==> config.mk <==
export PLATFORM = sky130hd
export DESIGN_NAME = ndn_link_top
export DESIGN_NICKNAME = d
export VERILOG_FILES = /design/src/hdl/ndn_link_pkg.sv /design/src/hdl/ndn_link_top.sv /design/src/hdl/pkt_deserializer.sv /design/src/hdl/pkt_serializer.sv /design/src/hdl/pkt_queue.sv
export SDC_FILE = /design/constraint.sdc
export NUM_CORES = 2
export LEC_CHECK = 0
export BUFFER_PORTS_ARGS = -buffer_cell sky130_fd_sc_hd__buf_4
export CORE_MARGIN = 4
export CORE_UTILIZATION = 59
export CTS_CLUSTER_SIZE = 12
export DETAILED_ROUTE_END_ITERATION = 10
export PLACE_DENSITY_LB_ADDON = 0.3
export SETUP_SLACK_MARGIN = 0.2
export SYNTH_ARGS = -nofsm -noshare
export SYNTH_HDL_FRONTEND = slang
export SYNTH_SLANG_ARGS = --single-unit
==> constraint.sdc <==
create_clock -name clk -period 16.1 [get_ports clk]
set_input_delay 1.61 -clock clk [delete_from_list [all_inputs] [get_ports clk]]
set_output_delay 1.61 -clock clk [all_outputs]
set_load 0.03 [all_outputs]
==> src/hdl/ndn_link_pkg.sv <==
`default_nettype none

package ndn_link_pkg;

    // Frame field widths, MSB of each field goes on the line first
    localparam int meta_bits   = 8;
    localparam int prefix_bits = 64;

    // Position of the packet type flag inside the meta byte
    localparam int type_bit = 6;

    // Meta bit 6 selects the packet kind
    // Interest frames stop after the prefix, data frames carry a data field
    typedef enum logic {
        pkt_data     = 1'b0,
        pkt_interest = 1'b1
    } pkt_type_e;

    // Transmit side states
    typedef enum logic [2:0] {
        ser_idle,
        ser_start,
        ser_meta,
        ser_prefix,
        ser_data
    } ser_state_e;

    // Receive side states
    // No separate start state, the start bit is consumed in des_idle
    typedef enum logic [1:0] {
        des_idle,
        des_meta,
        des_prefix,
        des_data
    } des_state_e;

endpackage

`default_nettype wire
==> src/hdl/ndn_link_top.sv <==
`timescale 1ns/100ps
`default_nettype none

module ndn_link_top #(
    parameter int data_bits   = 256,
    parameter int queue_depth = 4
) (
    input  wire logic                               clk,
    input  wire logic                               rst,

    // Transmit request, a one cycle strobe with its packet
    input  wire logic                               tx_valid,
    input  wire logic [ndn_link_pkg::meta_bits-1:0]   tx_meta,
    input  wire logic [ndn_link_pkg::prefix_bits-1:0] tx_prefix,
    input  wire logic [data_bits-1:0]               tx_data,
    output logic                                    tx_full,

    // Serial line pins
    output logic                                    mosi,
    input  wire logic                               miso,

    // Received packet
    output logic                                    rx_valid,
    output logic      [ndn_link_pkg::meta_bits-1:0]   rx_meta,
    output logic      [ndn_link_pkg::prefix_bits-1:0] rx_prefix,
    output logic      [data_bits-1:0]               rx_data
);
    import ndn_link_pkg::*;

    // Queue head towards the serializer
    logic                   q_empty;
    logic                   q_pop;
    logic [meta_bits-1:0]   q_meta;
    logic [prefix_bits-1:0] q_prefix;
    logic [data_bits-1:0]   q_data;

    // Packet buffer, drops pushes when full
    pkt_queue #(
        .data_bits   (data_bits),
        .queue_depth (queue_depth)
    ) u_queue (
        .clk         (clk),
        .rst         (rst),
        .push        (tx_valid),
        .push_meta   (tx_meta),
        .push_prefix (tx_prefix),
        .push_data   (tx_data),
        .pop         (q_pop),
        .head_meta   (q_meta),
        .head_prefix (q_prefix),
        .head_data   (q_data),
        .empty       (q_empty),
        .full        (tx_full)
    );

    // Transmit side of the line
    pkt_serializer #(
        .data_bits (data_bits)
    ) u_ser (
        .clk      (clk),
        .rst      (rst),
        .q_empty  (q_empty),
        .q_meta   (q_meta),
        .q_prefix (q_prefix),
        .q_data   (q_data),
        .q_pop    (q_pop),
        .mosi     (mosi)
    );

    // Receive side, independent of the transmit path
    pkt_deserializer #(
        .data_bits (data_bits)
    ) u_des (
        .clk       (clk),
        .rst       (rst),
        .miso      (miso),
        .rx_valid  (rx_valid),
        .rx_meta   (rx_meta),
        .rx_prefix (rx_prefix),
        .rx_data   (rx_data)
    );

endmodule

`default_nettype wire

==> src/hdl/pkt_deserializer.sv <==
`timescale 1ns/100ps
`default_nettype none

module pkt_deserializer #(
    parameter int data_bits = 256
) (
    input  wire logic                               clk,
    input  wire logic                               rst,
    input  wire logic                               miso,
    output logic                                    rx_valid,
    output logic      [ndn_link_pkg::meta_bits-1:0]   rx_meta,
    output logic      [ndn_link_pkg::prefix_bits-1:0] rx_prefix,
    output logic      [data_bits-1:0]               rx_data
);
    import ndn_link_pkg::*;

    localparam int data_cnt_w = (data_bits > 1) ? $clog2(data_bits) : 1;

    des_state_e state;

    // Remaining bits in the current field
    logic [2:0]            meta_cnt;
    logic [5:0]            prefix_cnt;
    logic [data_cnt_w-1:0] data_cnt;

    // Type flag of the frame being received
    // Only read after the whole meta byte is in
    pkt_type_e rx_type;

    assign rx_type = pkt_type_e'(rx_meta[type_bit]);

    always_ff @(posedge clk or posedge rst) begin
        if (rst) begin
            state      <= des_idle;
            meta_cnt   <= '0;
            prefix_cnt <= '0;
            data_cnt   <= '0;
            rx_valid   <= 1'b0;
            rx_meta    <= '0;
            rx_prefix  <= '0;
            rx_data    <= '0;
        end else begin
            // Single cycle strobe by default
            rx_valid <= 1'b0;

            case (state)
                des_idle: begin
                    // Low sample on an idle line is a start bit
                    if (!miso) begin
                        meta_cnt  <= 3'(meta_bits - 1);
                        rx_meta   <= '0;
                        rx_prefix <= '0;
                        // Interest frames leave this at zero
                        rx_data   <= '0;
                        state     <= des_meta;
                    end
                end
                des_meta: begin
                    // Bit 7 is a don't care but it is kept as sent
                    rx_meta  <= {rx_meta[meta_bits-2:0], miso};
                    meta_cnt <= meta_cnt - 1'b1;
                    if (meta_cnt == '0) begin
                        prefix_cnt <= 6'(prefix_bits - 1);
                        state      <= des_prefix;
                    end
                end
                des_prefix: begin
                    rx_prefix  <= {rx_prefix[prefix_bits-2:0], miso};
                    prefix_cnt <= prefix_cnt - 1'b1;
                    if (prefix_cnt == '0) begin
                        if (rx_type == pkt_interest) begin
                            rx_valid <= 1'b1;
                            state    <= des_idle;
                        end else begin
                            data_cnt <= data_cnt_w'(data_bits - 1);
                            state    <= des_data;
                        end
                    end
                end
                des_data: begin
                    rx_data  <= {rx_data[data_bits-2:0], miso};
                    data_cnt <= data_cnt - 1'b1;
                    if (data_cnt == '0) begin
                        rx_valid <= 1'b1;
                        state    <= des_idle;
                    end
                end
                default: state <= des_idle;
            endcase
        end
    end

endmodule

`default_nettype wire

==> src/hdl/pkt_serializer.sv <==
`timescale 1ns/100ps
`default_nettype none

module pkt_serializer #(
    parameter int data_bits = 256
) (
    input  wire logic                               clk,
    input  wire logic                               rst,
    input  wire logic                               q_empty,
    input  wire logic [ndn_link_pkg::meta_bits-1:0]   q_meta,
    input  wire logic [ndn_link_pkg::prefix_bits-1:0] q_prefix,
    input  wire logic [data_bits-1:0]               q_data,
    output logic                                    q_pop,
    output logic                                    mosi
);
    import ndn_link_pkg::*;

    localparam int data_cnt_w = (data_bits > 1) ? $clog2(data_bits) : 1;

    ser_state_e state;

    // Bit counters, one per field, count down to zero
    logic [2:0]            meta_cnt;
    logic [5:0]            prefix_cnt;
    logic [data_cnt_w-1:0] data_cnt;

    // Shadow copy of the popped packet, shifted left as bits go out
    logic [meta_bits-1:0]   sh_meta;
    logic [prefix_bits-1:0] sh_prefix;
    logic [data_bits-1:0]   sh_data;
    pkt_type_e              sh_type;

    // Pop only from idle, so there is always one high cycle between frames
    assign q_pop = (state == ser_idle) && !q_empty;

    // Line driver, high when idle and low for the start bit
    always_comb begin
        case (state)
            ser_idle:   mosi = 1'b1;
            ser_start:  mosi = 1'b0;
            ser_meta:   mosi = sh_meta[meta_bits-1];
            ser_prefix: mosi = sh_prefix[prefix_bits-1];
            ser_data:   mosi = sh_data[data_bits-1];
            default:    mosi = 1'b1;
        endcase
    end

    always_ff @(posedge clk or posedge rst) begin
        if (rst) begin
            state      <= ser_idle;
            meta_cnt   <= '0;
            prefix_cnt <= '0;
            data_cnt   <= '0;
        end else begin
            case (state)
                ser_idle: begin
                    if (q_pop) begin
                        state <= ser_start;
                    end
                end
                ser_start: begin
                    meta_cnt <= 3'(meta_bits - 1);
                    state    <= ser_meta;
                end
                ser_meta: begin
                    meta_cnt <= meta_cnt - 1'b1;
                    if (meta_cnt == '0) begin
                        prefix_cnt <= 6'(prefix_bits - 1);
                        state      <= ser_prefix;
                    end
                end
                ser_prefix: begin
                    prefix_cnt <= prefix_cnt - 1'b1;
                    if (prefix_cnt == '0) begin
                        // Interest frames end with the prefix
                        if (sh_type == pkt_data) begin
                            data_cnt <= data_cnt_w'(data_bits - 1);
                            state    <= ser_data;
                        end else begin
                            state <= ser_idle;
                        end
                    end
                end
                ser_data: begin
                    data_cnt <= data_cnt - 1'b1;
                    if (data_cnt == '0) begin
                        state <= ser_idle;
                    end
                end
                default: state <= ser_idle;
            endcase
        end
    end

    // Latch the queue head on the pop edge, then shift the active field
    always_ff @(posedge clk) begin
        if (q_pop) begin
            sh_meta   <= q_meta;
            sh_prefix <= q_prefix;
            sh_data   <= q_data;
            sh_type   <= pkt_type_e'(q_meta[type_bit]);
        end else begin
            case (state)
                ser_meta:   sh_meta   <= sh_meta << 1;
                ser_prefix: sh_prefix <= sh_prefix << 1;
                ser_data:   sh_data   <= sh_data << 1;
                default:    sh_meta   <= sh_meta;
            endcase
        end
    end

endmodule

`default_nettype wire

==> src/hdl/pkt_queue.sv <==
`timescale 1ns/100ps
`default_nettype none

module pkt_queue #(
    parameter int data_bits   = 256,
    parameter int queue_depth = 4
) (
    input  wire logic                               clk,
    input  wire logic                               rst,
    input  wire logic                               push,
    input  wire logic [ndn_link_pkg::meta_bits-1:0]   push_meta,
    input  wire logic [ndn_link_pkg::prefix_bits-1:0] push_prefix,
    input  wire logic [data_bits-1:0]               push_data,
    input  wire logic                               pop,
    output logic      [ndn_link_pkg::meta_bits-1:0]   head_meta,
    output logic      [ndn_link_pkg::prefix_bits-1:0] head_prefix,
    output logic      [data_bits-1:0]               head_data,
    output logic                                    empty,
    output logic                                    full
);
    import ndn_link_pkg::*;

    // Pointer and occupancy widths, depth need not be a power of two
    localparam int ptr_w = (queue_depth > 1) ? $clog2(queue_depth) : 1;
    localparam int cnt_w = $clog2(queue_depth + 1);
    localparam logic [ptr_w-1:0] last_slot = ptr_w'(queue_depth - 1);
    localparam logic [cnt_w-1:0] depth_cnt = cnt_w'(queue_depth);

    // One slot holds a whole packet
    logic [meta_bits-1:0]   meta_mem   [queue_depth];
    logic [prefix_bits-1:0] prefix_mem [queue_depth];
    logic [data_bits-1:0]   data_mem   [queue_depth];

    logic [ptr_w-1:0] wr_ptr;
    logic [ptr_w-1:0] rd_ptr;
    logic [cnt_w-1:0] count;

    logic do_push;
    logic do_pop;

    // Overflowing pushes are dropped here and nowhere else
    assign do_push = push && !full;
    assign do_pop  = pop && !empty;

    // Levels come straight from the occupancy register
    assign empty = (count == '0);
    assign full  = (count == depth_cnt);

    // First word fall through, head visible without a read strobe
    assign head_meta   = meta_mem[rd_ptr];
    assign head_prefix = prefix_mem[rd_ptr];
    assign head_data   = data_mem[rd_ptr];

    always_ff @(posedge clk or posedge rst) begin
        if (rst) begin
            wr_ptr <= '0;
            rd_ptr <= '0;
            count  <= '0;
        end else begin
            if (do_push) begin
                wr_ptr <= (wr_ptr == last_slot) ? '0 : wr_ptr + 1'b1;
            end
            if (do_pop) begin
                rd_ptr <= (rd_ptr == last_slot) ? '0 : rd_ptr + 1'b1;
            end
            // Simultaneous push and pop leaves the count alone
            if (do_push && !do_pop) begin
                count <= count + 1'b1;
            end else if (do_pop && !do_push) begin
                count <= count - 1'b1;
            end
        end
    end

    // Packet storage
    always_ff @(posedge clk) begin
        if (do_push) begin
            meta_mem[wr_ptr]   <= push_meta;
            prefix_mem[wr_ptr] <= push_prefix;
            data_mem[wr_ptr]   <= push_data;
        end
    end

endmodule

`default_nettype wire

==> results.md <==
* Number of buffers added on ports at 662
* Run status: completed
* Clock buffer depth at 3
* GPL Wtd Cong at 0.763
* # fillers at 7748
* Worst Hold Depth at 1
* Sequential power share at 49.8%
* Global-route wire length before repair at 239000 um
* Syn_area_per_cell at 18.2 um^2
* Pwr/cell area at 159 mW/mm^2
* Rows at 130
* RSZ-0062 raised after global routing: false
* Buffers plus inverters on the worst setup path at 3
* Switch share at 27.2%
* Clock sink count at 2016
* Worst reg-to-reg path cell count at 6
* Synth top area share at 65.7%
* Vias per inst at 5.96
* Setup crit end kind: register
* Ys async rst share at 18.6%
* Max cap viols at 0
* Iter 0 DRT Violations at 3638
* Worst path cell trace: buf_4 > nor2b_1 > and2_4 > buf_4 > buf_4
* Ys Warns at 0
* Post-synthesis sequential area ratio at 78.2%
* Commonest non-fill, non-tap cell in the layout: edfxtp_1
* CTS buffer count at 198
* Core area at 0.126 mm^2
* Initial Util at 59.5%
* Sw Pwr at 3780 uW
* Hold slack final at 0.479 ns
* Final setup vio count at 0
* Initial antenna violation count at 47
* Synth Register Bits at 2016
* Final Hold Fails at 0
* Routed Antenna Nets at 0
* Clk_lat worst skew at 0.81 ns
* Ys flop type: edfxtp_1
* Global route overflow at 0
* Post-synth top area cell: edfxtp_1
* Total leakage power at 0.0330 uW
* CTS tree: yes
* Post-cts repair resize count at 0
* Overall Global Routing Usage at 23.7%
* Worst path required time at 16.50 ns
* Fin crit period at 4.44 ns
* Crit start category: input pin
* Area Growth Syn to Fin at 16.6%
* Boundary Pins at 663
* Synth top area cells: edfxtp_1 66%, dfrtp_1 13%, mux4_2 9.8%
* Syn Inst Count at 4115
* Post-CTS Setup Bufs at 0
* Die ar. at 0.133 mm^2
* Commonest non-fill, non-tap cells in the layout: 1641 x edfxtp_1, 1001 x nand2_1, 685 x buf_4, 373 x dfrtp_1, 328 x mux4_2
* Int Power at 10100 uW
* Clock power share at 30.4%
* H-tree level count at 4
* CP max stage cell: buf_4
* Final #Nets at 5131
* Synth cell types at 61
* DR vias at 39200
* Die Height at 365 um
* CP peak stage delay at 0.91 ns
* Clock transition at path regs at 0.06 ns
* HPWL Detailed at 88500 um
* Routed length per instance at 24.1 um
* Comb power frac at 19.8%
* Critical Path Fanout Max at 65
* Slew margin rel. at 22.5%
* Placed inst area at 0.0816 mm^2
* Largest net degree at the start of global routing at 223
* Synthesized area at 0.0751 mm^2
* Cts hold-fix bufs at 0
* Mapped Nets at 4465
* Hold Crit Class: reg -> reg
* Delay-heaviest family, CP: buffers and inverters
* Vias in the first global route at 40200
* Type of the worst setup path: in -> reg
* DRT Pass-1 Iters at 5
* Slew @ Worst Pin at 1.16 ns
* Clk_skew at 0.0384 ns
* Critical path depth in cells at 5
* CTS root buf: clkbuf_16
* Remaining DRCs at 0
* Max VDD drop at 0.210 mV
* Die X at 365 um
* Max Slew Vio Count at 0
* Final period utilization at 27.6%
* Sum Neg Setup Slack at 0 ns
* Layout cells sized above 1 at 26.2%
* Final wirelength at 159000 um
* Most common cell on crit path: buf_4
* Arr. time, crit path at 4.84 ns
* Number of flops mapped to enable cells by yosys at 1641
* FMAX at 225 MHz
* Final Cell Area at 0.0875 mm^2
## kinds of logic (layout without fill, tap and decap cells)
group                    count (synthesis)  in the layout  synth area share [%]
flip-flops                            2016           2016                  78.2
AO/OA/AOI/OAI                          388            388                  4.36
buffers and inverters                  252           1026                  1.40
AND/OR/NAND/NOR                       1102           1102                  5.80
adder cells (fa/ha/maj)                 18             18                 0.310
XOR/XNOR                                 8              8                0.0933
multiplexers                           331            331                  9.88
other                                    0             40                     0
## stage by stage
stage / utilization [%] / total power, uW / setup slack, ns / std cells
CTS: 69.4 / 14100 / 11.60 / 6539
global route: 69.4 / 14500 / 11.37 / 6575
global placement: 64.7 / 9720 / 10.83 / 6231
finish: 69.4 / 13900 / 11.66 / 6579
floorplan: - / 9250 / 4.07 / 4115
detailed placement: 64.7 / 9790 / 10.82 / 6231
## area by class of cell
type | count | area (um^2) | area share [%]
Clock buffer | 270 | 5330 | 6.08
Clock inverter | 38 | 534 | 0.610
Tap cell | 1650 | 2060 | 2.36
Antenna cell | 40 | 100 | 0.114
Timing Repair Buffer | 696 | 5360 | 6.13
Sequential cell | 2016 | 58700 | 67.0
Inverter | 22 | 97.6 | 0.111
Multi-Input combinational cell | 1847 | 15400 | 17.6
## cells in the mapped netlist, types with 3 or more instances
master / number
edfxtp_1: 1641
a21o_1: 3
o31ai_1: 3
nor2b_1: 5
buf_1: 7
xor2_1: 4
a22oi_1: 4
nor2_1: 33
o21bai_1: 3
dfrtp_1: 375
and2_1: 9
clkbuf_1: 147
xnor2_1: 4
nand2b_1: 3
ha_1: 17
a21oi_1: 19
a22o_1: 325
buf_2: 74
nor4_1: 4
o21ai_0: 12
or4_1: 4
o211ai_1: 3
o22a_1: 4
mux4_2: 328
inv_1: 20
nor3_1: 12
nand2_1: 1003
or3b_1: 3
## worst paths after layout
check,startpoint,to,slack [ns]
worst max-delay path,tx_valid,u_queue.data_mem[2][78]$_DFFE_PP_,11.66
worst min-delay path,u_des.meta_cnt[0]$_DFFE_PP0P_,u_des.meta_cnt[0]$_DFFE_PP0P_,0.48
max in group asynchronous,rst,u_des.rx_data[113]$_DFFE_PP0P_,13.50
min in group asynchronous,rst,u_des.rx_data[211]$_DFFE_PP0P_,0.98
worst max register to register,u_queue.rd_ptr[1]$_DFFE_PP0P_,u_ser.sh_prefix[37]$_DFFE_PP_,11.67
worst min register to register,u_des.meta_cnt[0]$_DFFE_PP0P_,u_des.meta_cnt[0]$_DFFE_PP0P_,0.48
## power groups by stage
stage                     combinational, uW  sequential, uW  clock [uW]
final                                  2750            6930        4240
after global routing                   2990            7000        4550
after CTS                              2800            6930        4320
after detailed placement               2780            7020           0
after global placement                 2750            6970           0
after floorplan                        2070            7190           0
## worst register-to-register path: stages (launching register included)
cell     delay, ns
dfrtp_4       0.97
buf_4         0.95
buf_4         0.80
buf_4         0.84
mux4_2        0.45
nand2_1       0.10
nand2_1       0.08
## flip-flops by register name (all words and copies together), names as in the netlist, 6 cells and up
register and flops:
u_queue.meta_mem 32, u_queue.prefix_mem 256, u_des.rx_data 256, u_des.prefix_cnt 6, u_ser.sh_meta 8, u_ser.sh_prefix 64
u_des.rx_meta 8, u_des.rx_prefix 64, u_queue.data_mem 1024, u_des.data_cnt 8, u_ser.prefix_cnt 6, u_ser.data_cnt 8
u_ser.sh_data 256
## routing by layer
layer	vias up	global-route usage, %	wire (um)
li1	17200	-	-
met1	20200	30.4	60700
met2	1496	39.9	81500
met3	254	5.09	11700
met4	10	9.92	4540
met5	-	0	70
Power figures use the tool's default switching activity.
